**src/hdl/isaPkg.sv**
```systemverilog
// RV32 load/store type encodings and access width codes for the memory stage
// Encoding values match the execute stage decode; None means no access
package isaPkg;

    localparam int DataWidth = 32;          // Data word width
    localparam int AddrWidth = 32;          // Byte address width

    // Load type carried from execute to memory
    typedef enum logic [2:0] {
        LdNone = 3'd0,                      // No load
        LdLb   = 3'd1,                      // Signed byte
        LdLh   = 3'd2,                      // Signed half
        LdLw   = 3'd3,                      // Full word
        LdLbu  = 3'd4,                      // Unsigned byte
        LdLhu  = 3'd5                       // Unsigned half
    } ldType_t;

    // Store type carried from execute to memory
    typedef enum logic [1:0] {
        StNone = 2'd0,                      // No store
        StSb   = 2'd1,                      // Byte store
        StSh   = 2'd2,                      // Half store
        StSw   = 2'd3                       // Word store
    } stType_t;

    // Access width sent to the data cache
    typedef enum logic [1:0] {
        WidthByte = 2'd0,
        WidthHalf = 2'd1,
        WidthWord = 2'd2                    // Code 3 is unused
    } width_t;

endpackage

```
**src/hdl/memPkg.sv**
```systemverilog
// Lane and cache request bundles between execute, memory stage and data cache
// Depends on isaPkg, so it compiles after it
package memPkg;

    // One lane's execute-to-memory bundle, 69 bits
    typedef struct packed {
        isaPkg::ldType_t                 ldType;    // Load type, LdNone when idle
        isaPkg::stType_t                 stType;    // Store type, StNone when idle
        logic [isaPkg::DataWidth-1:0]    aluData;   // ALU result used as byte address
        logic [isaPkg::DataWidth-1:0]    rs2Data;   // Store data
    } laneReq_t;

    // Merged request into the data cache
    typedef struct packed {
        logic                            en;        // Some lane accesses memory
        logic                            rd;        // Some lane loads, blocks the write
        isaPkg::width_t                  width;     // Access width of the winning lane
        logic [isaPkg::AddrWidth-1:0]    addr;      // Byte address
        logic                            sign;      // Sign extend the loaded value
        logic [isaPkg::DataWidth-1:0]    wdata;     // Store data, low bits used
    } dcacheReq_t;

endpackage

```
**src/hdl/memStage.sv**
```systemverilog
// Purely combinational dual-lane memory stage where lane 0 wins the single cache port
// If both lanes load, both get the data at lane 0's address
`timescale 1ns/100ps

module memStage (
    input  memPkg::laneReq_t               lane0,       // Execute-to-memory lane 0
    input  memPkg::laneReq_t               lane1,       // Execute-to-memory lane 1
    input  logic                           memFlush,    // Pending CSR flush kills stores
    input  logic [isaPkg::DataWidth-1:0]   readData,    // From dcache
    output logic                           ldEn0,       // To forwarding logic
    output logic                           ldEn1,
    output logic                           accessEn0,   // Lane 0 uses memory this cycle
    output logic                           accessEn1,
    output memPkg::dcacheReq_t             dcacheReq,   // To dcache
    output logic [isaPkg::DataWidth-1:0]   loadData0,   // Load result per lane
    output logic [isaPkg::DataWidth-1:0]   loadData1
);

    memPkg::laneReq_t   lanes [2];                  // Lanes as an array for the decode loop
    logic [1:0]         isLd;                       // Lane loads
    logic [1:0]         isSt;                       // Lane stores
    logic [1:0]         isAcc;                      // Lane accesses memory after flush gating
    isaPkg::width_t     laneWidth [2];              // Decoded width per lane
    logic [1:0]         laneSign;                   // Decoded sign per lane

    // Width from the load type first, then the store type
    function automatic isaPkg::width_t decodeWidth(input memPkg::laneReq_t req);
        isaPkg::width_t w;
        if (req.ldType == isaPkg::LdLb || req.ldType == isaPkg::LdLbu) begin
            w = isaPkg::WidthByte;
        end else if (req.ldType == isaPkg::LdLh || req.ldType == isaPkg::LdLhu) begin
            w = isaPkg::WidthHalf;
        end else if (req.ldType == isaPkg::LdLw) begin
            w = isaPkg::WidthWord;
        end else if (req.stType == isaPkg::StSh) begin
            w = isaPkg::WidthHalf;
        end else if (req.stType == isaPkg::StSw) begin
            w = isaPkg::WidthWord;
        end else begin
            w = isaPkg::WidthByte;                  // Byte store or idle lane
        end
        return w;
    endfunction

    assign lanes[0] = lane0;
    assign lanes[1] = lane1;

    // Per-lane decode
    always_comb begin
        for (int i = 0; i < 2; i++) begin
            isLd[i]      = (lanes[i].ldType != isaPkg::LdNone);
            isSt[i]      = (lanes[i].stType != isaPkg::StNone);
            isAcc[i]     = isLd[i] || (isSt[i] && !memFlush);  // Loads survive a flush
            laneWidth[i] = decodeWidth(lanes[i]);
            laneSign[i]  = (lanes[i].ldType == isaPkg::LdLb) ||
                           (lanes[i].ldType == isaPkg::LdLh);
        end
    end

    assign ldEn0     = isLd[0];
    assign ldEn1     = isLd[1];
    assign accessEn0 = isAcc[0];
    assign accessEn1 = isAcc[1];

    // Priority merge onto the one cache port
    always_comb begin
        dcacheReq.en = isAcc[0] || isAcc[1];
        dcacheReq.rd = isLd[0] || isLd[1];          // Any load turns the cycle into a read
        if (isAcc[0]) begin
            dcacheReq.width = laneWidth[0];
            dcacheReq.addr  = lane0.aluData;
            dcacheReq.sign  = laneSign[0];
        end else if (isAcc[1]) begin
            dcacheReq.width = laneWidth[1];
            dcacheReq.addr  = lane1.aluData;
            dcacheReq.sign  = laneSign[1];
        end else begin
            dcacheReq.width = isaPkg::WidthByte;    // Idle port sits at zero
            dcacheReq.addr  = '0;
            dcacheReq.sign  = 1'b0;
        end
        dcacheReq.wdata = isAcc[0] ? lane0.rs2Data : lane1.rs2Data;
    end

    // Read data steered only to loading lanes
    assign loadData0 = isLd[0] ? readData : '0;
    assign loadData1 = isLd[1] ? readData : '0;

endmodule

```
**config.mk**
```make
export PLATFORM = sky130hd
export DESIGN_NAME = memStage
export DESIGN_NICKNAME = d
export VERILOG_FILES = /design/src/hdl/isaPkg.sv /design/src/hdl/memPkg.sv /design/src/hdl/memStage.sv
export SDC_FILE = /design/constraint.sdc
export NUM_CORES = 1
export LEC_CHECK = 0
export BUFFER_PORTS_ARGS = -buffer_cell sky130_fd_sc_hd__buf_2
export CORE_AREA = 3 3 119 121
export DETAILED_ROUTE_END_ITERATION = 6
export DIE_AREA = 0 0 122 124
export GPL_TIMING_DRIVEN = 0
export SYNTH_ARGS = -nofsm -noshare
export SYNTH_HDL_FRONTEND = slang
export SYNTH_SLANG_ARGS = --single-unit
```
**constraint.sdc**
```tcl
create_clock -name vclk -period 7.6
set_input_delay 2.28 -clock vclk [all_inputs]
set_output_delay 2.28 -clock vclk [all_outputs]
set_load 0.02 [all_outputs]
```
== After elaboration in Yosys (flattened, before gate mapping) ==
Cells that the tools add are included.

* Register bits: 0
* Output and inout port bits: 137

* Eq/ne operators: 14
* Multiplexer cells: 15
* Reduce and logical (&&, ||, !) cells: 17

{| class="wikitable"
|+ Operator list
! operator !! count
|-
| 2-to-1 mux 32 bit || 3
|-
| 2-to-1 mux 35 bit || 2
|-
| 2-to-1 mux 2 bit || 10
|-
| equality test 3 x 2 -> 1 bit (second input constant) || 4
|-
| equality test 3 bit (second input constant) || 4
|-
| logical OR 1 bit || 10
|-
| equality test 2 bit (second input constant) || 4
|-
| equality test 3 x 1 -> 1 bit (second input constant) || 2
|-
| nonzero test 3 bit || 2
|-
| nonzero test 2 bit || 2
|-
| logical AND 1 bit || 2
|-
| zero test 1 bit || 1
|}

== Logic depth before layout (Yosys ltp) ==
* Depth after elaboration: 8
* Mapped depth: 6
* Mapped depth without buffers: 4

== Worst setup path before layout ==
No wires, ideal clock.

* Path kind: in2out
* From: input lane0[67] in the netlist's numbering
* To: output dcacheReq[32] in the netlist's numbering
* Data arrival time: 3.541 ns
* Slack: 1.779 ns
* Stages on the path: 6
* Cells stage by stage: clkbuf_2 nor3_4 o21ai_2 buf_6 buf_6 o32ai_2

{| class="wikitable"
|+ RTL lines
! item !! line !! text
|-
| start, declared || memStage.sv:6 || <nowiki>input memPkg::laneReq_t lane0,</nowiki>
|-
| end, declared || memStage.sv:14 || <nowiki>output memPkg::dcacheReq_t dcacheReq,</nowiki>
|}

==> results.toml <==
[outcome]
status = "complete, no violations"

[min_path]
hold_depth = 3
hold_path_class = "in -> out"

[timing]
worst_slack_ns = 1.40
max-slew-margin-rel = 0.678
finalHoldViolCount = 0
rsz0062_at_grt = "no"
fin_setup_tns_ns = 0
slew_viol_final = 0
finalCriticalPeriod_ns = 6.20
tightest_slew_ns = 0.483
max_freq_mhz = 161
finalCritPeriodShare = 0.815
setup_violations = 0

[worst_setup_path]
cp-endpoint = "dcacheReq[32]"
startpoint_type = "input port"
cp_slowest_cell = "nor3_4"
endpoint_kind = "output port"
critical_path_arrival_ns = 3.92
crit_type = "in -> out"
required_ns = 5.32
critical_path_buf_inv_count = 4
cp_top_family = "buffers and inverters"
crit_start = "lane0[68]"
crit_fanout = 10
path_cells = "buf_2 -> nor3_4 -> o21ai_2 -> buf_6 -> buf_6 -> o32ai_2 -> buf_2"
cp.depth = 7
critPathMaxStageDelay_ns = 0.39

[floorplan]
die-area_um2 = 15100
chipWidth_um = 122
die_h_um = 124
start_util = 0.109
io-pin-count = 308
row_count = 42
core_um2 = 13200

[final_layout]
area_growth_pct = 122
regArea_um2 = 0
clockBufferCount = 0
n_antenna_cell = 0
drive_gt1_frac = 0.722
multi_input_area_um2 = 1290
n_fill_cell = 1457
nNetsFinal = 665
fin_area_um2 = 3180
n_sequential_cell = 0

[synth]
syn-cell-area_um2 = 1430
synth.top_cell.area_share = 0.284
synth.top_cells.by_area = "nor2b_1 28%, mux2_2 25%, a22o_1 20%, buf_6 3.1%, buf_4 2.6%"
ys_warn_count = 0
yosysMostFrequentCell = "nor2b_1"
synth_common_cells = "65 x nor2b_1, 32 x a22o_1, 32 x mux2_2"
synth_cell_types = 31
synth_top_area_cell = "nor2b_1"
synth_area_per_cell_um2 = 7.66
syn_nets = 358
syn_inst = 187
ys_seq_area_frac = 0

[routing]
ant_nets = 0
dr.first_iter.drc_count = 38
detail_route.wl_per_cell_um = 12.7
remaining_drc_errors = 0
viasPerCell = 3.75
wl_mm = 8.51
drt_pass1_iterations = 4
vias = 2502

[clock_tree]
cts_setup_buffers = 0
ctsResizeCount = 0
ctsHoldBuffers = 0

[placement]
post-place-ws_ns = 1.32
dp_hpwl_mm = 7.55
port_buffers = 305
gp_congestion = 0.824
placed_cell_area_um2 = 3180

[global_route]
grtUsageTotal = 0.0899
grt_max_degree = 11
grt_pass1_wl_mm = 11.1
antenna_found_initial = 0
grt_pass1_vias = 2212
overflow = 0

[pwr]
p_leak_nw = 1.76
powerDensity_nw_per_um2 = 69.9
peakVddDrop_v = 0.0000251
p_total_mw = 0.222

[flow_run]
cap_viol_max_count = 0
worst min-delay path: cells and delay by family:
kind | cells | cell delay (ns)
buffers and inverters | 2 | 0.22
AOI/OAI and AO/OA | 1 | 0.10
cells by family after synthesis:
group	Yosys count	share of synthesized area
buffers and inverters	23	0.0978
AO/OA/AOI/OAI	46	0.270
multiplexers	32	0.252
XOR/XNOR	2	0.0122
AND/OR/NAND/NOR	84	0.369
layout make-up:
cell class / instances / share of cell area
repair buffers: 305 / 0.480
multi-input cells: 164 / 0.407
inverters: 4 / 0.00472
well taps: 176 / 0.0693
plain buffers: 19 / 0.0394
worst min-delay path by stage:
stage               from            end  slack, ns
2_1_floorplan  lane0[68]  dcacheReq[32]       4.66
3_3_place_gp   lane1[37]  dcacheReq[38]       4.89
3_5_place_dp   lane1[33]  dcacheReq[34]       4.89
4_1_cts        lane1[33]  dcacheReq[34]       4.89
5_1_grt        lane1[63]  dcacheReq[64]       4.91
6_report       lane1[33]  dcacheReq[34]       4.89
power by group:
part	total (mW)	internal (mW)	switching [mW]
sequential	0	0	0
combinational	0.222	0.0986	0.124
clock	0	0	0
cells in the final DEF, fill, tap and decap left out, types with 2 or more instances in the layout:
| cell | count |
|---|---|
| a21oi_1 | 3 |
| a22o_1 | 32 |
| buf_2 | 308 |
| buf_4 | 5 |
| buf_6 | 4 |
| clkbuf_1 | 6 |
| inv_1 | 4 |
| mux2_2 | 32 |
| nand2_1 | 5 |
| nand2b_1 | 3 |
| nor2_1 | 3 |
| nor2b_1 | 65 |
| nor3_4 | 2 |
| o21ai_0 | 2 |
| xnor2_1 | 2 |
through the flow:
| step | instances | hold WS [ns] | utilization |
|---|---|---|---|
| final | 668 | 4.89 | 0.241 |
| after global routing | 668 | 4.91 | 0.241 |
| after CTS | 668 | 4.89 | 0.241 |
| after detailed placement | 668 | 4.89 | 0.241 |
| after global placement | 668 | 4.89 | 0.241 |
| after floorplan | 187 | 4.66 | - |
metal layers:
layer  vias to the layer above  track usage  part of all wire
li1                       1284            -                 -
met1                      1060        0.108              0.38
met2                       158        0.183              0.52
met3                         0      0.00817              0.10
met4                         0            0                 0
met5                         -            0                 0
Power figures use the tool's default switching activity.
